===== src/mini_mcu_config.svh =====
// ==============================
// address map and memory sizing for the mini MCU
// include wherever the map is decoded
// ==============================

`ifndef MINI_MCU_CONFIG_SVH
`define MINI_MCU_CONFIG_SVH

// total RAM in bytes, split over two banks
`define MEM_BYTES 8192
`define RAM_BANK_BYTES (`MEM_BYTES / 2)

`define RAM0_BASE 32'h0000_0000
`define RAM1_BASE (`RAM0_BASE + `RAM_BANK_BYTES)

// peripheral window, 4 KiB
`define PERIPH_BASE  32'h2000_0000
`define PERIPH_BYTES 32'h0000_1000

`define PERIPH_ID 32'h4d43_0001

// returned for reads outside every window
`define UNMAPPED_RDATA 32'hdead_beef

`endif


===== src/mini_mcu_pkg.sv =====
// ==============================
// shared bus types for the mini MCU interconnect
// request/response pair and slave select encoding
// ==============================

package mini_mcu_pkg;

  // master to slave, held until gnt
  typedef struct packed {
    logic        req;
    logic        we;
    logic [3:0]  be;
    logic [31:0] addr;
    logic [31:0] wdata;
  } bus_req_t;

  // slave to master, rvalid one cycle after gnt
  typedef struct packed {
    logic        gnt;
    logic        rvalid;
    logic [31:0] rdata;
  } bus_rsp_t;

  typedef enum logic [1:0] {
    SLV_RAM0   = 2'd0,
    SLV_RAM1   = 2'd1,
    SLV_PERIPH = 2'd2,
    SLV_NONE   = 2'd3
  } slave_sel_e;

  // byte-lane merge of a write into an existing word
  function automatic logic [31:0] be_merge(input logic [31:0] old_word,
                                           input logic [31:0] new_word,
                                           input logic [3:0]  be);
    logic [31:0] merged;
    merged = old_word;
    for (int i = 0; i < 4; i++) begin
      if (be[i]) begin
        merged[8*i +: 8] = new_word[8*i +: 8];
      end
    end
    return merged;
  endfunction

endpackage


===== src/peripheral_subsystem.sv =====
// ==============================
// peripheral registers: ID, two scratch words, exit
// a write to exit flags the end of the program
// ==============================

`timescale 1ns/1ps

`include "mini_mcu_config.svh"

module peripheral_subsystem (
  input  logic                   clk_i,
  input  logic                   arst_n_i,
  input  mini_mcu_pkg::bus_req_t req_i,
  output mini_mcu_pkg::bus_rsp_t rsp_o,
  output logic                   exit_valid_o,
  output logic [31:0]            exit_value_o
);

  import mini_mcu_pkg::*;

  localparam logic [11:0] OFF_ID       = 12'h000;
  localparam logic [11:0] OFF_SCRATCH0 = 12'h004;
  localparam logic [11:0] OFF_SCRATCH1 = 12'h008;
  localparam logic [11:0] OFF_EXIT     = 12'h00c;

  logic [11:0] offset;
  logic        wr_en;
  logic [31:0] scratch0_q;
  logic [31:0] scratch1_q;
  logic        exit_valid_q;
  logic [31:0] exit_value_q;
  logic [31:0] rd_data;
  logic [31:0] rdata_q;
  logic        rvalid_q;

  assign offset = req_i.addr[11:0];
  assign wr_en  = req_i.req && req_i.we;

  always_ff @(posedge clk_i or negedge arst_n_i) begin
    if (!arst_n_i) begin
      scratch0_q   <= '0;
      scratch1_q   <= '0;
      exit_valid_q <= 1'b0;
      exit_value_q <= '0;
      rvalid_q     <= 1'b0;
    end else begin
      rvalid_q <= req_i.req;
      if (wr_en) begin
        case (offset)
          OFF_SCRATCH0: scratch0_q <= be_merge(scratch0_q, req_i.wdata, req_i.be);
          OFF_SCRATCH1: scratch1_q <= be_merge(scratch1_q, req_i.wdata, req_i.be);
          OFF_EXIT: begin
            exit_value_q <= req_i.wdata;
            // sticky until reset
            exit_valid_q <= 1'b1;
          end
          default: ;
        endcase
      end
    end
  end

  always_comb begin
    case (offset)
      OFF_ID:       rd_data = `PERIPH_ID;
      OFF_SCRATCH0: rd_data = scratch0_q;
      OFF_SCRATCH1: rd_data = scratch1_q;
      OFF_EXIT:     rd_data = exit_value_q;
      default:      rd_data = '0;
    endcase
  end

  always_ff @(posedge clk_i) begin
    if (req_i.req) begin
      rdata_q <= rd_data;
    end
  end

  assign rsp_o.gnt    = 1'b1;
  assign rsp_o.rvalid = rvalid_q;
  assign rsp_o.rdata  = rdata_q;

  assign exit_valid_o = exit_valid_q;
  assign exit_value_o = exit_value_q;

endmodule


===== config.mk =====
export PLATFORM = sky130hd
export DESIGN_NAME = peripheral_subsystem
export DESIGN_NICKNAME = d
export VERILOG_FILES = /design/src/mini_mcu_pkg.sv /design/src/peripheral_subsystem.sv
export VERILOG_INCLUDE_DIRS = /design/src /design/src/src
export SDC_FILE = /design/constraint.sdc
export NUM_CORES = 1
export LEC_CHECK = 0
export BUFFER_PORTS_ARGS = -buffer_cell sky130_fd_sc_hd__buf_2
export CELL_PAD_IN_SITES_DETAIL_PLACEMENT = 0
export CELL_PAD_IN_SITES_GLOBAL_PLACEMENT = 1
export CORE_UTILIZATION = 30
export DETAILED_ROUTE_END_ITERATION = 16
export GPL_TIMING_DRIVEN = 0
export PLACE_DENSITY_LB_ADDON = 0.3
export SLEW_MARGIN = 30
export SYNTH_ARGS = -nofsm -noshare
export SYNTH_HDL_FRONTEND = slang
export SYNTH_SLANG_ARGS = --single-unit

===== constraint.sdc =====
create_clock -name clk_i -period 3.1 [get_ports clk_i]
set_clock_uncertainty 0.2 [all_clocks]
set_input_delay 0.775 -clock clk_i [delete_from_list [all_inputs] [get_ports clk_i]]
set_output_delay 0.775 -clock clk_i [all_outputs]
set_load 0.02 [all_outputs]

After elaboration in Yosys (flattened, before gate mapping)
Index checks and enable logic that the tools add are counted.

Equal/unequal tests: 3. Multiplexer cells: 1. Reductions and logical operators: 11.

Operators with widths (number): 32-bit case mux with 4 select lines (1); 12-bit by 4-bit == test with 1-bit output, second input constant (2); 3-bit AND reduction (8); 12-bit by 3-bit == test with 1-bit output, second input constant (1); 12-bit logical NOT (1); 2-bit AND reduction (1); 1-bit logical AND (1).

Bits in registers: 130. Input port bits: 72. Output and inout bits: 67. Logic and storage cells: 27.

Logic depth before layout (Yosys ltp)
Depth after elaboration: 2. Depth in mapped cells: 6. Mapped depth without buffers: 3.

Least setup slack after synthesis
Ideal clock, no wire load.

Path type: in2reg. Start: input req_i[33] (netlist bit). End: register exit_value_q[10], in the netlist exit_value_o[10]. Library setup time: 0.125 ns. Arrival time: 2.453 ns. Data required time: 2.775 ns. Path slack: 0.322 ns. Stages: 5. Buffers on the path: 2. Cell sequence: or4_4 buf_6 nor4_4 buf_6 mux2_4.

Word-level cells in the longest chain between the ends: 2.

Ends and longest elaborated chain: from (decl) (line peripheral_subsystem.sv:13) `input mini_mcu_pkg::bus_req_t req_i,`; 12-bit by 4-bit == test with 1-bit output (line peripheral_subsystem.sv:49) `case (offset)`; 2-bit AND reduction (no source line); to (signal assigned) (line peripheral_subsystem.sv:53) `exit_value_q <= req_i.wdata;`; to (decl) (line peripheral_subsystem.sv:31) `logic [31:0] exit_value_q;`.

No other way between the ends. A chain may end at the register's enable or synchronous reset.

Worst setup path in the final report
Start: input req_i[69] (netlist bit). End: register exit_value_q[20], in the netlist exit_value_o[20].

Word-level cells in the longest chain between the ends: 2.

Ends and longest elaborated chain: 1-bit logical AND (line peripheral_subsystem.sv:37) `assign wr_en = req_i.req && req_i.we;`; 2-bit AND reduction (no source line).

No other way between the ends.

==> summary.txt <==
CTS
  – CTS Buf Count: 17
  – H-tree Lvls: 4
  – Clk_lat worst skew: 0.40 ns
  – Clk root buf: clkbuf_16
  – Clk sinks: 130
  – CTS tree: done
  – Worst-case clock buffer depth: 2
  – Setup Fix Bufs, Post-CTS: 0
  – Reg clk slew, reported paths: 0.05 ns

Drt
  – Avg Vias per Cell: 4.59
  – Iteration-0 DRC Markers: 115
  – First-pass DRT Iterations: 4
  – Via count: 3,593
  – Post-DRT Antenna Nets: 0
  – Routed WL: 14,300 um
  – DRC Markers: 0
  – Drt wl/cell: 18.3 um

Timing
  – Min Tclk post-route: 2.77 ns
  – Worst Tran Pin Value: 0.824 ns
  – RSZ-0062 raised after global routing: no
  – Final setup viols: 0
  – Maximum operating frequency: 360 MHz
  – Slew headroom: 44.7%
  – Crit share post-route: 89.5%
  – Fin. Hold Viols: 0
  – Final setup margin: 0.325 ns
  – Fin. max-slew vios: 0

Critical path
  – Required time of the worst setup path: 3.19 ns
  – Crit-path max FO: 34
  – Reg2reg end: rdata_q[2]
  – Worst EP arrival: 2.87 ns
  – R2r setup slk: 1.75 ns
  – CP Launch Type: input pin
  – CP Class: in -> reg
  – R2R cell count: 3
  – Worst r2r src: exit_value_o[2]
  – Critical path endpoint category: flip-flop

Floorplanning
  – Die Ht: 141 um
  – Row cnt: 50
  – Die W: 141 um
  – IO Pins: 139
  – Initial Utilization: 30.8%
  – Core Area: 18,800 sq um
  – Die area: 19,900 sq um

Logic synthesis
  – Syn Area/Cell: 15.6 sq um
  – Top cells by area, synth: dfrtp_1, mux2_2, edfxtp_1, mux2_4, nor4_4
  – FF+latch count, synth: 130
  – Seq/Total Area, Yosys: 58.8%
  – Number of flops mapped to enable cells by yosys: 32
  – Top FF cell, synth: dfrtp_1
  – Synth area leader: dfrtp_1
  – Cell variety after synth: 25
  – Area share of the largest cell type after synthesis: 42.2%
  – Cell Area, Synth: 5810 sq um
  – Cells after synthesis: 372
  – Synth Net Count: 444
  – Async S/R FF share, synth: 75.4%
  – Yosys warns: 0

Power
  – Pwr dens: 532 nW/um^2
  – Worst vdd ir: 0.362 mV
  – Leakage power figure: 3.48 nW

Placement
  – Placed Cells: 750
  – DP HPWL: 9530 um
  – Port bufs: 117
  – GPL Wtd Cong: 0.765
  – Pre-CTS setup slack: -0.400 ns

Layout
  – Filler-free cell count of the finished design: 783
  – Layout filler cell count: 1,754
  – Multi-input logic area: 2250 sq um
  – Nets: 581
  – Reg area: 3410 sq um
  – Fraction of layout cells with a size suffix above 1: 56.5%
  – P&R area growth vs syn: 26.0%

GRT
  – First-pass GRT wire length: 22,600 um
  – Total global routing overflow: 0
  – Total GRT Usage: 15.3%
  – Initial antenna violation count: 2
  – Largest net degree at the start of global routing: 53
  – Vias in the first global route: 3,900

Min path
  – Worst hold path type: in -> async

Job
  – Max Cap Viol: 0

Run status
  – Status: complete, no violations
worst max-delay path by stage:
| stage | start | to | slack, ns |
|---|---|---|---|
| after floorplan | req_i[33] | exit_value_o[10] | 0.32 |
| after global placement | req_i[69] | exit_value_o[13] | -0.34 |
| after detailed placement | req_i[69] | scratch1_q[31] | -0.40 |
| after CTS | req_i[69] | scratch1_q[31] | 0.04 |
| after global routing | req_i[69] | exit_value_o[16] | 0.18 |
| final | req_i[69] | exit_value_o[20] | 0.33 |
cell usage after synthesis (2+ instances only):
| cell | count |
|---|---|
| nor4_4 | 9 |
| nand3b_1 | 8 |
| a211oi_1 | 2 |
| edfxtp_1 | 32 |
| buf_2 | 4 |
| a211oi_2 | 6 |
| mux2_2 | 91 |
| buf_4 | 2 |
| or4_1 | 2 |
| clkbuf_1 | 8 |
| dfrtp_1 | 98 |
| mux2i_1 | 8 |
| nor2_1 | 32 |
| buf_1 | 3 |
| a22oi_1 | 24 |
| mux2_4 | 29 |
| buf_6 | 6 |
worst max-delay path, cell delays in order:
cell,delay [ns]
clkbuf_4,0.47
nand4bb_1,0.15
buf_2,0.28
nor4_4,0.55
buf_6,0.29
mux2_4,0.32
power by group:
| group | internal (W) | switching (W) |
|---|---|---|
| clock network | 0.00119 | 0.000719 |
| logic | 0.0000631 | 0.000139 |
| registers | 0.00177 | 0.00000568 |
| total | 0.00303 | 0.000863 |
sequential cells by signal, indices dropped and copies added (netlist names):
name,flops
exit_value_o,32
rdata_q,32
scratch0_q,32
scratch1_q,32
exit_valid_o,1
rvalid_q,1
final cells by class:
cell class / count / area share [%]
clock inverter: 11 / 1.54
multi-input combinational: 218 / 30.7
timing repair buffer: 118 / 8.49
tap: 260 / 4.44
sequential: 130 / 46.6
clock buffer: 21 / 6.15
buffer: 24 / 2.03
antenna: 1 / 0.0342
logic make-up after synthesis:
kind of cell | count (synthesis) | share of synthesized area [%]
compound gates | 32 | 4.65
buf+inv | 24 | 2.56
flops | 130 | 58.8
mux | 128 | 26.5
other cells | 1 | 0.0646
simple gates | 57 | 7.43
stage by stage:
stage	cell area [sq um]	hold WS (ns)	utilization [%]	total power [W]	setup TNS (ns)
finish	7320	0.0985	38.9	0.00389	0
global route	7320	0.118	38.9	0.00405	0
CTS	7320	0.108	38.9	0.00395	0
detailed placement	6750	0.265	35.9	0.00202	-30.39
global placement	6720	0.249	35.7	0.00201	-26.82
floorplan	5810	0.277	-	0.00189	0
metal layers:
layer	track usage [%]	up-vias	routed length [um]
met4	5.09	2	209
met5	0	-	8
met2	24.1	114	6620
met1	19.9	1808	6570
met3	4.96	15	922
li1	-	1654	-
placed cells by master (no fill, tap or decap), types with 4 or more instances in the layout:
cell	count
edfxtp_1	32
clkbuf_1	11
a22oi_1	24
buf_6	7
a211oi_2	6
dfrtp_1	98
mux2_2	91
mux2i_1	8
buf_2	119
clkbuf_16	17
nand3b_1	8
nor4_4	9
nor2_1	32
clkinvlp_4	4
mux2_4	29
what timing repair did:
action | 4_1_cts | 5_1_grt
gates resized for setup | 0 | 1
endpoints found under the setup margin | 0 | 61
hold buffers | 0 | 0
hold endpoints to repair | 0 | 0
Note: power is estimated with default switching activity, not from simulation.
