==> src/mini_mcu_config.svh <==
// ==============================
// address map and memory sizing for the mini MCU
// include wherever the map is decoded
// ==============================

`ifndef MINI_MCU_CONFIG_SVH
`define MINI_MCU_CONFIG_SVH

// total RAM in bytes, split over two banks
`define MEM_BYTES 8192
`define RAM_BANK_BYTES (`MEM_BYTES / 2)

`define RAM0_BASE 32'h0000_0000
`define RAM1_BASE (`RAM0_BASE + `RAM_BANK_BYTES)

// peripheral window, 4 KiB
`define PERIPH_BASE  32'h2000_0000
`define PERIPH_BYTES 32'h0000_1000

`define PERIPH_ID 32'h4d43_0001

// returned for reads outside every window
`define UNMAPPED_RDATA 32'hdead_beef

`endif

==> src/mini_mcu_pkg.sv <==
// ==============================
// shared bus types for the mini MCU interconnect
// request/response pair and slave select encoding
// ==============================

package mini_mcu_pkg;

  // master to slave, held until gnt
  typedef struct packed {
    logic        req;
    logic        we;
    logic [3:0]  be;
    logic [31:0] addr;
    logic [31:0] wdata;
  } bus_req_t;

  // slave to master, rvalid one cycle after gnt
  typedef struct packed {
    logic        gnt;
    logic        rvalid;
    logic [31:0] rdata;
  } bus_rsp_t;

  typedef enum logic [1:0] {
    SLV_RAM0   = 2'd0,
    SLV_RAM1   = 2'd1,
    SLV_PERIPH = 2'd2,
    SLV_NONE   = 2'd3
  } slave_sel_e;

  // byte-lane merge of a write into an existing word
  function automatic logic [31:0] be_merge(input logic [31:0] old_word,
                                           input logic [31:0] new_word,
                                           input logic [3:0]  be);
    logic [31:0] merged;
    merged = old_word;
    for (int i = 0; i < 4; i++) begin
      if (be[i]) begin
        merged[8*i +: 8] = new_word[8*i +: 8];
      end
    end
    return merged;
  endfunction

endpackage

==> src/system_bus.sv <==
// ==============================
// system bus for two masters with round-robin grant
// decodes RAM0, RAM1 and peripheral windows
// ==============================

`timescale 1ns/1ps

`include "mini_mcu_config.svh"

module system_bus (
  input  logic                   clk_i,
  input  logic                   arst_n_i,

  input  mini_mcu_pkg::bus_req_t core_req_i,
  output mini_mcu_pkg::bus_rsp_t core_rsp_o,
  input  mini_mcu_pkg::bus_req_t dbg_req_i,
  output mini_mcu_pkg::bus_rsp_t dbg_rsp_o,

  output mini_mcu_pkg::bus_req_t ram0_req_o,
  input  mini_mcu_pkg::bus_rsp_t ram0_rsp_i,
  output mini_mcu_pkg::bus_req_t ram1_req_o,
  input  mini_mcu_pkg::bus_rsp_t ram1_rsp_i,
  output mini_mcu_pkg::bus_req_t periph_req_o,
  input  mini_mcu_pkg::bus_rsp_t periph_rsp_i
);

  import mini_mcu_pkg::*;

  // set when debug wins the next contested cycle
  logic        rr_dbg_q;
  logic        win_dbg;
  logic        contested;
  logic        granted;
  logic        slv_gnt;
  bus_req_t    win_req;
  bus_req_t    slv_req;
  slave_sel_e  sel_d;
  slave_sel_e  sel_q;
  logic        mst_dbg_q;
  logic        pend_q;
  logic [31:0] ram0_off;
  logic [31:0] ram1_off;
  logic [31:0] periph_off;
  logic        rsp_valid;
  logic [31:0] rsp_rdata;

  // arbitration
  assign contested = core_req_i.req && dbg_req_i.req;
  assign win_dbg   = dbg_req_i.req && (!core_req_i.req || rr_dbg_q);
  assign win_req   = win_dbg ? dbg_req_i : core_req_i;

  // offsets double as the rebased slave address
  assign ram0_off   = win_req.addr - `RAM0_BASE;
  assign ram1_off   = win_req.addr - `RAM1_BASE;
  assign periph_off = win_req.addr - `PERIPH_BASE;

  always_comb begin
    if (ram0_off < `RAM_BANK_BYTES) begin
      sel_d = SLV_RAM0;
    end else if (ram1_off < `RAM_BANK_BYTES) begin
      sel_d = SLV_RAM1;
    end else if (periph_off < `PERIPH_BYTES) begin
      sel_d = SLV_PERIPH;
    end else begin
      sel_d = SLV_NONE;
    end
  end

  // only the selected slave sees the request
  always_comb begin
    slv_req      = win_req;
    ram0_req_o   = '0;
    ram1_req_o   = '0;
    periph_req_o = '0;
    slv_gnt      = 1'b1;
    case (sel_d)
      SLV_RAM0: begin
        slv_req.addr = ram0_off;
        ram0_req_o   = slv_req;
        slv_gnt      = ram0_rsp_i.gnt;
      end
      SLV_RAM1: begin
        slv_req.addr = ram1_off;
        ram1_req_o   = slv_req;
        slv_gnt      = ram1_rsp_i.gnt;
      end
      SLV_PERIPH: begin
        slv_req.addr = periph_off;
        periph_req_o = slv_req;
        slv_gnt      = periph_rsp_i.gnt;
      end
      // unmapped, the bus accepts and drops it
      default: slv_gnt = 1'b1;
    endcase
  end

  assign granted = win_req.req && slv_gnt;

  always_ff @(posedge clk_i or negedge arst_n_i) begin
    if (!arst_n_i) begin
      rr_dbg_q  <= 1'b0;
      pend_q    <= 1'b0;
      mst_dbg_q <= 1'b0;
      sel_q     <= SLV_NONE;
    end else begin
      pend_q <= granted;
      if (granted) begin
        sel_q     <= sel_d;
        mst_dbg_q <= win_dbg;
      end
      if (granted && contested) begin
        rr_dbg_q <= !rr_dbg_q;
      end
    end
  end

  // response from whichever slave was granted last cycle
  always_comb begin
    case (sel_q)
      SLV_RAM0: begin
        rsp_valid = ram0_rsp_i.rvalid;
        rsp_rdata = ram0_rsp_i.rdata;
      end
      SLV_RAM1: begin
        rsp_valid = ram1_rsp_i.rvalid;
        rsp_rdata = ram1_rsp_i.rdata;
      end
      SLV_PERIPH: begin
        rsp_valid = periph_rsp_i.rvalid;
        rsp_rdata = periph_rsp_i.rdata;
      end
      default: begin
        rsp_valid = 1'b1;
        rsp_rdata = `UNMAPPED_RDATA;
      end
    endcase
  end

  always_comb begin
    core_rsp_o     = '0;
    dbg_rsp_o      = '0;
    core_rsp_o.gnt = granted && !win_dbg;
    dbg_rsp_o.gnt  = granted && win_dbg;
    if (pend_q && rsp_valid) begin
      if (mst_dbg_q) begin
        dbg_rsp_o.rvalid = 1'b1;
        dbg_rsp_o.rdata  = rsp_rdata;
      end else begin
        core_rsp_o.rvalid = 1'b1;
        core_rsp_o.rdata  = rsp_rdata;
      end
    end
  end

endmodule

==> config.mk <==
export PLATFORM = sky130hd
export DESIGN_NAME = system_bus
export DESIGN_NICKNAME = d
export VERILOG_FILES = /design/src/mini_mcu_pkg.sv /design/src/system_bus.sv
export VERILOG_INCLUDE_DIRS = /design/src /design/src/src
export SDC_FILE = /design/constraint.sdc
export NUM_CORES = 1
export LEC_CHECK = 0
export ABC_AREA = 1
export BUFFER_PORTS_ARGS = -buffer_cell sky130_fd_sc_hd__buf_2
export CORE_AREA = 2 2 202 204
export CTS_BUF_LIST = sky130_fd_sc_hd__clkbuf_4 sky130_fd_sc_hd__clkbuf_8 sky130_fd_sc_hd__clkbuf_16
export CTS_CLUSTER_SIZE = 30
export DETAILED_ROUTE_END_ITERATION = 8
export DIE_AREA = 0 0 204 206
export GPL_TIMING_DRIVEN = 0
export HOLD_SLACK_MARGIN = 0.15
export PLACE_DENSITY = 0.37
export SETUP_SLACK_MARGIN = 0.2
export SLEW_MARGIN = 20
export SYNTH_ARGS = -nofsm -noshare
export SYNTH_HDL_FRONTEND = slang
export SYNTH_SLANG_ARGS = --single-unit
==> constraint.sdc <==
create_clock -name clk_i -period 4.3 [get_ports clk_i]
set_input_delay 1.075 -clock clk_i [delete_from_list [all_inputs] [get_ports clk_i]]
set_output_delay 1.075 -clock clk_i [all_outputs]
set_load 0.05 [all_outputs]
=== Word-level counts from Yosys, hierarchy flattened ===
Index checks and enable logic that the tools add are counted.

* Register bits: 5
* Input port bits: 244
* Output and inout port bits: 278
* Logic and storage cells: 40

* Add/sub/neg operators: 2
* $lt $le $gt $ge: 3
* Eq/ne operators: 4
* Mux-type cells: 14
* Reduce and logical (&&, ||, !) cells: 13

{| class="wikitable"
|+ Operator list
! cell !! count
|-
| $mux W70 || 4
|-
| $mux W33 || 4
|-
| $lt A32 B13 Y1 const B || 3
|-
| $pmux W32 S3 || 1
|-
| $sub A32 B13 Y32 const B || 1
|-
| $sub A32 B30 Y32 const B || 1
|-
| $logic_and A1 B1 Y1 || 7
|-
| $pmux W1 S3 || 2
|-
| $eq A2 B1 Y1 const B || 2
|-
| $eq A2 B2 Y1 const B || 2
|-
| $logic_not A2 Y1 || 2
|-
| $mux W2 || 2
|-
| $logic_not A1 Y1 || 3
|-
| $logic_or A1 B1 Y1 || 1
|-
| $mux W1 || 1
|}

=== Logic depth before layout (Yosys ltp) ===
Gate-level depths: netlist of run 1.

* Word-level depth: 13
* Depth in mapped cells: 22
* Depth with buffers taken out: 21

=== Least setup slack after synthesis of run 1 ===
No wires, ideal clock.

* Path kind: input-to-output
* Start: in dbg_req_i[69] in the netlist's numbering
* End: out core_rsp_o[33] in the netlist's numbering
* Data arrival time: 4.234 ns
* Required time: 3.225 ns
* Slack: -1.009 ns
* Cell stages on the path: 16
* Path buffers: 2
* Path through: buf_2 -> nand2_2 -> buf_6 -> nand2_1 -> nand2_2 -> ha_1 -> nand2_2 -> nor2_4 -> nand3_2 -> nor2_2 -> nand4_2 -> nor2_1 -> nand2_1 -> nand4_4 -> inv_2 -> nor2_1

{| class="wikitable"
|+ RTL lines
! element !! RTL line !! source
|-
| start, declared || system_bus.sv:16 || <nowiki>input mini_mcu_pkg::bus_req_t dbg_req_i,</nowiki>
|-
| end, declared || system_bus.sv:15 || <nowiki>output mini_mcu_pkg::bus_rsp_t core_rsp_o,</nowiki>
|}

==> results of run 1 <==
power groups by stage:
| stage | logic (W) | clock network [W] | registers (W) |
|---|---|---|---|
| 6_report | 0.00141 | 0.000158 | 0.0000623 |
| 5_1_grt | 0.00151 | 0.000164 | 0.0000632 |
| 3_5_place_dp | 0.00127 | 0 | 0.0000592 |
| 4_1_cts | 0.00136 | 0.000161 | 0.0000621 |
| 3_3_place_gp | 0.00127 | 0 | 0.0000597 |
| 2_1_floorplan | 0.000916 | 0 | 0.0000588 |
how the worst max path moves through the flow:
stage                               from               to
after floorplan            dbg_req_i[69]   core_rsp_o[33]
after global placement    core_req_i[69]  periph_req_o[8]
after detailed placement  core_req_i[69]  periph_req_o[8]
after CTS                 core_req_i[69]   ram1_req_o[41]
after global routing      core_req_i[69]   ram1_req_o[65]
final                     core_req_i[69]   ram1_req_o[65]
layout make-up:
cell class	count	area (sq um)	share of cell area, %
antenna	1	2.50	0.0223
timing repair buffer	533	4550	40.6
sequential	5	128	1.14
buffer	96	908	8.11
inverter	64	251	2.24
multi-input combinational	625	4620	41.2
clock buffer	4	82.6	0.737
tap	532	666	5.94
worst min-delay path, stage by stage (launching register included):
cell and delay (ps):
dfrtp_1 350, nand2_1 60, nand2_1 50
Yosys cell counts (all sizes together) (2+ instances only):
| cell | count |
|---|---|
| a221oi | 32 |
| clkbuf | 35 |
| dfstp | 2 |
| nand3b | 9 |
| nand4 | 10 |
| o21bai | 2 |
| o21ai | 3 |
| dfrtp | 3 |
| buf | 63 |
| inv | 61 |
| nand2 | 133 |
| o21a | 25 |
| mux2i | 49 |
| nand3 | 28 |
| clkinv | 3 |
| ha | 3 |
| nor2 | 269 |
metrics by stage:
step | power [W] | area, sq um
2_1_floorplan | 0.000975 | 4920
3_3_place_gp | 0.00133 | 7920
3_5_place_dp | 0.00133 | 7920
4_1_cts | 0.00158 | 10300
5_1_grt | 0.00174 | 11200
6_report | 0.00163 | 11200
state kept, by name (all words and copies together), names as in the netlist:
name	cells
rr_dbg_q	1
mst_dbg_q	1
pend_q	1
sel_q	2
repair_timing:
action	CTS	global route
pin swaps	19	32
gates resized for setup	501	192
gates cloned	11	0
setup buffers	36	21
endpoints found under the setup margin	201	158
cells by family after synthesis:
kind of cell,after synthesis
other,1
XOR/XNOR,2
AO/OA/AOI/OAI,64
adder cells (fa/ha/maj),3
buffers and inverters,162
AND/OR/NAND/NOR,452
multiplexers,49
flip-flops,5
routing by layer:
metal	global-route usage, %	part of all wire [%]	up-vias
met4	2.80	1.7	0
li1	-	-	3459
met1	15.8	39	3223
met3	2.21	6.6	26
met5	0	0	-
met2	25.9	52	336
==> impl_metrics.yaml, run 1 <==
status:
  status: "complete, but fails checks"
  violations: "setup timing"
floorplan:
  rows: 74
  pin_count: 522
  fp.dieW_um: 204
  dieArea_sq_mm: 0.0420
  core_sq_mm: 0.0402
  die_h_um: 206
  initial_core_util_pct: 9.89
synthesis:
  synth_edf_count: 0
  syn_inst: 738
  synthSimpleGateAreaFrac_pct: 48.8
  yosys-top-cells-area: "nor2_1 (24%), mux2i_1 (12%), nand2_1 (11%)"
  synth-async-reset-ratio_pct: 100
  ys.flop_type: "dfrtp_1"
  ys_types: 39
  synthAdderAreaFrac_pct: 0.945
  synth_top_family_by_area: "simple AND/OR/NAND/NOR gates"
  synth_top_area_share_pct: 24.3
  yosys_warnings: 0
  synth-compound-area-share_pct: 13.2
  synth.yosys.seq_area_share_pct: 3.21
  ys_ff_latch: 5
  synth_xor_area_share_pct: 0.441
  synth_mux_area_share_pct: 12.3
  synth_area_sq_mm: 0.00397
  syn_avg_cell_area_sq_um: 5.38
  yosys.area.top_type: "nor2_1"
route:
  dr.first_iter.drc_count: 293
  final_antenna_net_count: 0
  vias_per_cell: 3.79
  post_drt_wl_per_cell_um: 16.8
  dr.pass1.iters: 4
  drc: 0
  drt-total-wl_um: 31300
  num_vias: 7044
cells_and_area:
  finalNetCount: 1575
  final_common_cell: "buf_2"
  layout.cells.non_filler: 1860
  layout_common_cells: "buf_2 (308), nor2_4 (146), buf_8 (103)"
  post-route-util_pct: 27.9
  fill_cells: 4343
  drive_above_1_share_pct: 65.9
  areaGrowthSynthToFinish_pct: 182
global_route:
  grt_pass1_wl_um: 43300
  grt_max_degree: 11
  antenna_found_initial: 3
  grt_pass1_vias: 7095
  track_usage_pct: 13.6
  grt-ovfl-total: 0
placed_design:
  hpwl_um: 24900
  finalWeightedCongestion: 0.824
  dpl.cell_count: 1789
  place_ws_ps: -943
  io_buffers: 466
timing:
  hold_viol_final: 0
  finalSetupViolCount: 105
  layout_min_cycle_time_ps: 4540
  tns_ps: -13300
  fmax_mhz: 220
  final_max_slew_viol_count: 0
  finalCritPeriodShare_pct: 106
  skew_ps: 1.44
  worst_pin_slew_ps: 920
  worst_hold_slack_ps: 491
  worst_slack_ps: -245
  max-slew-margin-rel_pct: 36.9
  rsz0062_at_grt: "yes"
clock_network:
  cts_root_buf: "clkbuf_16"
  clkTransAtPathRegs_ps: 30
  clock_latency_ps: 220
  cts.htree.levels: 1
  cts.sinks: 5
  cts_hold_buffers: 0
  cts_tree: "done"
  cts_buffers: 3
  clockBufferDepth: 2
pwr:
  p_leak_nw: 5.56
  p_sw_share_pct: 62.7
  p_int_w: 0.000608
  ir_drop_mv: 0.0942
  power.share.combinational_pct: 86.5
  power_frac_clock_pct: 9.7
  powerDensity_mw_per_mm2: 146
  p_sw_w: 0.00102
  power.share.sequential_pct: 3.8
setup_path:
  reg2reg_from: "rr_dbg_q"
  required_ps: 3220
  crit_path_cell_trace: "buf_12 -> nand2_8 -> nand2_4 -> bufbuf_16 -> nand2_1 -> nand2_4 -> nand2_1 -> nor2_4 -> nand2_1 -> nor2_2 -> nand3_1 -> nand2_1 -> nand2_1 -> nor2_4 -> nand3_4 -> buf_12 -> clkbuf_16 -> nor2_4 -> buf_8"
  cp-start-kind: "primary input"
  r2r-end: "sel_q[1]"
  critical_path_depth: 19
  path_max_fanout: 5
  r2r_cells: 22
  slowest_stage: "bufbuf_16"
  arrival_ps: 3470
  cp_top_family: "simple AND/OR/NAND/NOR gates"
  crit_buf_inv: 5
  regToRegSetupSlack_ps: 1220
  cp_slowest_stage_delay_ps: 250
  cpMostUsedCell: "nand2_1"
  end_kind: "output pin"
  path_class: "in2out"
run:
  maxCapViolations: 0
worst_hold_path:
  hold_depth: 2
  hp-class: "reg2reg"
  min_to: "rr_dbg_q"
  worstHoldStart: "rr_dbg_q"
Note: power is estimated with default switching activity, not from simulation.
==> run 2: changes to the inputs <==
==> constraint.sdc (replaced) <==
create_clock -name clk_i -period 4.6 [get_ports clk_i]
set_input_delay 1.15 -clock clk_i [delete_from_list [all_inputs] [get_ports clk_i]]
set_output_delay 1.15 -clock clk_i [all_outputs]
set_load 0.05 [all_outputs]
==> run 2 against run 1 <==
Effect of this change:
- the flow still finishes with violations (setup timing)
- sequential share of layout area is essentially flat
- critical path depth increased by 3
- sequential power fell by 10%
- register-to-register slack improved by 150 ps
- total power is 7.7% lower
- final cell count fell by 0.75%
- critical path type unchanged
- largest power group unchanged
==> impl_metrics.yaml, run 2 (same netlist as run 1, synthesis figures left out) <==
route:
  vias_per_cell: 3.81
  num_vias: 7038
  final_antenna_net_count: 0
  drc: 0
  dr.pass1.iters: 4
  drt-total-wl_um: 31700
  post_drt_wl_per_cell_um: 17.1
  dr.first_iter.drc_count: 282
clock_network:
  clockBufferDepth: 2
  cts.htree.levels: 1
  cts_tree: "done"
  cts_root_buf: "clkbuf_16"
  cts_hold_buffers: 0
  cts.sinks: 5
  cts_buffers: 3
  clock_latency_ps: 220
  clkTransAtPathRegs_ps: 30
cells_and_area:
  stdcell_area_sq_mm: 0.0110
  largest_reg_flops: 2
  top_register: "sel_q"
  areaGrowthSynthToFinish_pct: 177
  finalNetCount: 1561
  drive_above_1_share_pct: 66.1
  final_common_cell: "buf_2"
  layout_common_cells: "buf_2 (311), nor2_4 (119), nand2_1 (110)"
timing:
  layout_min_cycle_time_ps: 4790
  max-slew-margin-rel_pct: 40.2
  worst_slack_ps: -191
  worst_pin_slew_ps: 872
  final_max_slew_viol_count: 0
  hold_viol_final: 0
  finalSetupViolCount: 74
  finalCritPeriodShare_pct: 104
  fmax_mhz: 209
  rsz0062_at_grt: "yes"
  skew_ps: 2.18
status:
  violations: "setup timing"
  status: "complete, but fails checks"
global_route:
  grt_pass1_wl_um: 43700
  track_usage_pct: 13.8
  grt_max_degree: 11
  antenna_found_initial: 4
  grt-ovfl-total: 0
  grt_pass1_vias: 7137
pwr:
  p_leak_nw: 5.47
  ir_drop_mv: 0.0696
  powerDensity_mw_per_mm2: 137
  totalPowerFinal_w: 0.00151
setup_path:
  cp_top_family: "simple AND/OR/NAND/NOR gates"
  slowest_stage: "nand4_4"
  path_max_fanout: 6
  arrival_ps: 3640
  crit_path_cell_trace: "buf_12 -> nand2_8 -> buf_6 -> nand3b_1 -> nand2_4 -> ha_4 -> nand2_4 -> nor2_4 -> nor2_1 -> nor2_1 -> nand3_1 -> nor2_2 -> buf_4 -> buf_6 -> buf_6 -> nand3_2 -> nor2_1 -> nand4_1 -> nand4_4 -> inv_2 -> nor2_4 -> buf_8"
  crit_buf_inv: 7
  cp_slowest_stage_delay_ps: 210
  path_class: "in2out"
  end_kind: "output pin"
  cp-start-kind: "primary input"
  required_ps: 3450
floorplan:
  fp.dieW_um: 204
  die_h_um: 206
  dieArea_sq_mm: 0.0420
  initial_core_util_pct: 9.89
  rows: 74
  core_sq_mm: 0.0402
  pin_count: 522
worst_hold_path:
  hp-class: "reg2reg"
placed_design:
  finalWeightedCongestion: 0.820
  io_buffers: 466
  hpwl_um: 25300
  placed_area_sq_mm: 0.00756
run:
  maxCapViolations: 0
==> run 2: changes by cell type in the layout (fill, tap and decap cells not counted), sizes merged <==
cell    before  now
clkbuf      44   55
bufbuf       1    0
inv         59   60
buf        588  565
nand3       29   28
clkinv       4    3
==> run 2: worst register-to-register path: cells and delay by family, from the launching register on <==
kind,cells,cell delay [ps]
buf+inv,8,950
simple gates,16,1650
fa+ha+maj,1,170
flops,1,390
==> run 2: per-layer routing <==
| layer | routed length [um] | part of all wire, % | GRT usage (%) |
|---|---|---|---|
| met1 | 11600 | 36 | 14.9 |
| met2 | 17300 | 55 | 28.0 |
| met3 | 2010 | 6.3 | 1.80 |
| met4 | 802 | 2.5 | 3.31 |
| met5 | 9 | 0.028 | 0 |
==> run 2: path summary, 6_finish.rpt <==
path,start,end,slack [ps],cells past startpoint
worst max-delay path,core_req_i[69],core_rsp_o[33],-190,22
min in group asynchronous,arst_n_i,rr_dbg_q,740,1
max in group asynchronous,arst_n_i,sel_q[0],3630,1
worst min register to register,rr_dbg_q,rr_dbg_q,530,2
worst max register to register,rr_dbg_q,sel_q[0],1370,25
worst min-delay path,rr_dbg_q,rr_dbg_q,530,2
==> run 2: power breakdown <==
part / switching (W) / internal (W) / leakage, nW
combinational: 0.000917 / 0.000386 / 5.37
clock: 0.0000269 / 0.000121 / 0.0416
sequential: 0.00000393 / 0.0000520 / 0.0565
==> run 2: repair_timing <==
item / CTS / global route
pin swaps: 29 / 23
setup endpoints to repair: 160 / 159
buffers inserted: 31 / 6
cloned: 14 / 1
resized for setup: 661 / 72
==> run 2: area by class of cell <==
| cell class | count | area, sq um |
|---|---|---|
| fill | 4319 | 29200 |
| timing repair buffer | 518 | 4470 |
| multi-input combinational | 624 | 4460 |
| buffer | 98 | 938 |
| tap | 532 | 666 |
| inverter | 64 | 251 |
| sequential | 5 | 128 |
| clock buffer | 4 | 82.6 |
| antenna | 1 | 2.50 |
==> run 2: through the flow <==
step | util (%) | setup TNS [ps] | instances | worst slack (ps) | hold WS (ps)
4_1_cts | 26.5 | -5760 | 1838 | -212 | 537
3_5_place_dp | 18.8 | -81960 | 1789 | -903 | 526
6_report | 27.4 | -7060 | 1846 | -191 | 528
3_3_place_gp | 18.8 | -79570 | 1789 | -884 | 535
5_1_grt | 27.4 | -22770 | 1846 | -374 | 583
2_1_floorplan | - | 0 | 791 | 89.8 | 441
==> run 3: changes to the inputs <==
--- a/config.mk
+++ b/config.mk
@@ -6,16 +6,16 @@
 export SDC_FILE = /design/constraint.sdc
 export NUM_CORES = 1
 export LEC_CHECK = 0
-export ABC_AREA = 1
+export ABC_AREA = 0
 export BUFFER_PORTS_ARGS = -buffer_cell sky130_fd_sc_hd__buf_2
-export CORE_AREA = 2 2 202 204
+export CORE_AREA = 2 2 205 207
 export CTS_BUF_LIST = sky130_fd_sc_hd__clkbuf_4 sky130_fd_sc_hd__clkbuf_8 sky130_fd_sc_hd__clkbuf_16
 export CTS_CLUSTER_SIZE = 30
 export DETAILED_ROUTE_END_ITERATION = 8
-export DIE_AREA = 0 0 204 206
+export DIE_AREA = 0 0 207 209
 export GPL_TIMING_DRIVEN = 0
 export HOLD_SLACK_MARGIN = 0.15
-export PLACE_DENSITY = 0.37
+export PLACE_DENSITY = 0.38
 export SETUP_SLACK_MARGIN = 0.2
 export SLEW_MARGIN = 20
 export SYNTH_ARGS = -nofsm -noshare
==> run 3 against run 2 <==
Effect of this change:
- the run still ends with setup timing left
- cell area increased by 2.2%
- sequential power increased by 8.2%
- count of clock-buffer cells in the layout unchanged
- first-iteration DRC count decreased by 4.6%
- critical path depth decreased by 4
- sequential share of layout area about the same
- critical path type unchanged
- largest power group unchanged
==> impl_metrics.yaml, run 3 <==
status:
  status: "complete, but fails checks"
  violations: "setup timing"
cells_and_area:
  areaGrowthSynthToFinish_pct: 158
  layout_common_cells: "buf_2 (308), nor2_4 (160), buf_8 (120)"
  stdcell_area_sq_mm: 0.0112
  top_register: "sel_q"
  layout.cells.non_filler: 1743
  final_common_cell: "buf_2"
  largest_reg_flops: 2
  drive_above_1_share_pct: 69.1
  fill_cells: 4397
  finalNetCount: 1449
  post-route-util_pct: 27.2
global_route:
  grt_pass1_wl_um: 44700
  track_usage_pct: 13.4
  grt_pass1_vias: 6951
  antenna_found_initial: 6
  grt-ovfl-total: 0
  grt_max_degree: 11
synthesis:
  synth_area_sq_mm: 0.00436
  synth-async-reset-ratio_pct: 100
  yosys-top-cells-area: "nor2_1 (17%), mux2i_1 (15%), nor2_4 (13%)"
  synth.yosys.seq_area_share_pct: 2.93
  yosys_warnings: 0
  ys.flop_type: "dfrtp_1"
  ys_top_cells_by_count: "nor2_1 (192), mux2i_1 (65), buf_4 (55)"
  yosysMostFrequentCell: "nor2_1"
  syn_avg_cell_area_sq_um: 6.97
  synthSimpleGateAreaFrac_pct: 40.9
  ys_types: 70
  synthAdderAreaFrac_pct: 0.861
  synth-compound-area-share_pct: 15.5
  synth_mux_area_share_pct: 21.6
  synth_top_family_by_area: "simple AND/OR/NAND/NOR gates"
  ys_ff_latch: 5
  synth_xor_area_share_pct: 1.41
  syn_inst: 625
  synth_top_area_share_pct: 16.5
  yosys.area.top_type: "nor2_1"
  synth_edf_count: 0
clock_network:
  cts_tree: "done"
  cts_hold_buffers: 0
  clkTransAtPathRegs_ps: 30
  cts.htree.levels: 1
  clockBufferDepth: 2
  cts.sinks: 5
  cts_buffers: 3
  cts_root_buf: "clkbuf_16"
  clock_latency_ps: 230
pwr:
  p_int_w: 0.000541
  totalPowerFinal_w: 0.00148
  ir_drop_mv: 0.135
  p_sw_w: 0.000939
  p_sw_share_pct: 63.4
  power_frac_clock_pct: 10.0
  power.share.combinational_pct: 85.9
  power.share.sequential_pct: 4.1
  powerDensity_mw_per_mm2: 132
  p_leak_nw: 5.19
route:
  post_drt_wl_per_cell_um: 17.8
  vias_per_cell: 3.89
  drt-total-wl_um: 31000
  drc: 0
  dr.first_iter.drc_count: 269
  final_antenna_net_count: 0
  dr.pass1.iters: 6
  num_vias: 6777
timing:
  finalSetupViolCount: 158
  fmax_mhz: 191
  rsz0062_at_grt: "yes"
  skew_ps: 0.957
  worst_slack_ps: -628
  hold_viol_final: 0
  worst_hold_slack_ps: 515
  worst_pin_slew_ps: 884
  layout_min_cycle_time_ps: 5230
  finalCritPeriodShare_pct: 114
  max-slew-margin-rel_pct: 39.3
  final_max_slew_viol_count: 0
placed_design:
  placed_area_sq_mm: 0.00865
  io_buffers: 466
  finalWeightedCongestion: 0.817
  dpl.cell_count: 1683
  hpwl_um: 24200
setup_path:
  cp-start-kind: "primary input"
  required_ps: 3450
  cp_top_family: "buffers and inverters"
  cp_slowest_stage_delay_ps: 390
  path_class: "in2out"
  path_max_fanout: 5
  reg2reg_from: "rr_dbg_q"
  crit_buf_inv: 8
  end_kind: "output pin"
  crit_start: "core_req_i[69]"
  arrival_ps: 4080
  crit_path_cell_trace: "buf_8 -> nand2b_4 -> nand2_8 -> buf_12 -> mux2i_4 -> ha_4 -> or3b_4 -> buf_6 -> a2111oi_4 -> buf_4 -> a211o_1 -> and4_4 -> o2111ai_4 -> buf_6 -> buf_16 -> buf_16 -> nor2_4 -> buf_8"
  slowest_stage: "or3b_4"
worst_hold_path:
  hp-class: "reg2reg"
  worstHoldStart: "mst_dbg_q"
floorplan:
  pin_count: 522
  rows: 75
  initial_core_util_pct: 10.6
  die_h_um: 209
  dieArea_sq_mm: 0.0433
  fp.dieW_um: 207
  core_sq_mm: 0.0413
run:
  maxCapViolations: 0
[run 3: cell count changes in the layout (fill, tap and decap cells not counted), moves of 24 or more]
cell       before  now
inv_1          52   11
nor2_2         90    1
buf_8          86  120
clkbuf_16      30    5
buf_16          0   28
nor2_4        119  160
buf_6          74   48
mux2_2          0   26
nand2_1       110    5
o22ai_1         0   25
mux2i_1        39   63
a221oi_1       32    0
[run 3: worst paths after layout]
check | endpoint | slack (ps) | cells past startpoint
setup / recovery | ram1_req_o[13] | -630 | 18
hold / removal | mst_dbg_q | 510 | 1
setup reg to reg | sel_q[0] | 1000 | 18
hold reg to reg | mst_dbg_q | 510 | 1
max in group asynchronous | sel_q[0] | 3660 | 1
min in group asynchronous | mst_dbg_q | 730 | 1
[run 3: area by class of cell]
type / count / area, sq um / share of cell area, %
flip-flops and latches: 5 / 128 / 1.13
inverters: 11 / 41.3 / 0.367
repair buffers: 520 / 4610 / 41.0
multi-input cells: 560 / 4670 / 41.5
diodes: 3 / 7.51 / 0.0668
clock buffers: 4 / 82.6 / 0.734
plain buffers: 101 / 1030 / 9.15
well taps: 539 / 674 / 6.00
[run 3: cell families (layout without fill, tap and decap cells)]
kind of cell / count (synthesis) / in the layout
buf+inv: 113 / 636
compound gates: 90 / 90
fa+ha+maj: 3 / 3
other cells: 1 / 57
mux: 91 / 91
simple gates: 315 / 315
flops: 5 / 5
xor+xnor: 7 / 7
[run 3: what timing repair did]
item | in CTS | in global routing
gates cloned | 14 | 2
resized for setup | 441 | 62
setup buffers | 34 | 4
pin swaps | 16 | 17
endpoints found under the setup margin | 160 | 163
[run 3: routing by layer]
layer / global-route usage, % / share of wire, % / vias up
met2: 25.2 / 53 / 327
li1: - / - / 3232
met4: 2.44 / 1.7 / 6
met1: 15.6 / 39 / 3184
met3: 2.90 / 6.8 / 28
met5: 0 / 0.11 / -
[run 3: stage by stage]
| step | setup TNS [ps] | setup slack, ps |
|---|---|---|
| finish | -78700 | -628 |
| global route | -102500 | -789 |
| CTS | -81490 | -665 |
| detailed placement | -168840 | -1310 |
| global placement | -167590 | -1310 |
| floorplan | -63090 | -547 |
[run 3: power groups by stage]
stage	clock network [W]	logic, W	registers [W]
after floorplan	0	0.000897	0.0000569
after global placement	0	0.00122	0.0000624
after detailed placement	0	0.00122	0.0000623
after CTS	0.000150	0.00127	0.0000621
after global routing	0.000153	0.00135	0.0000624
final	0.000148	0.00127	0.0000606
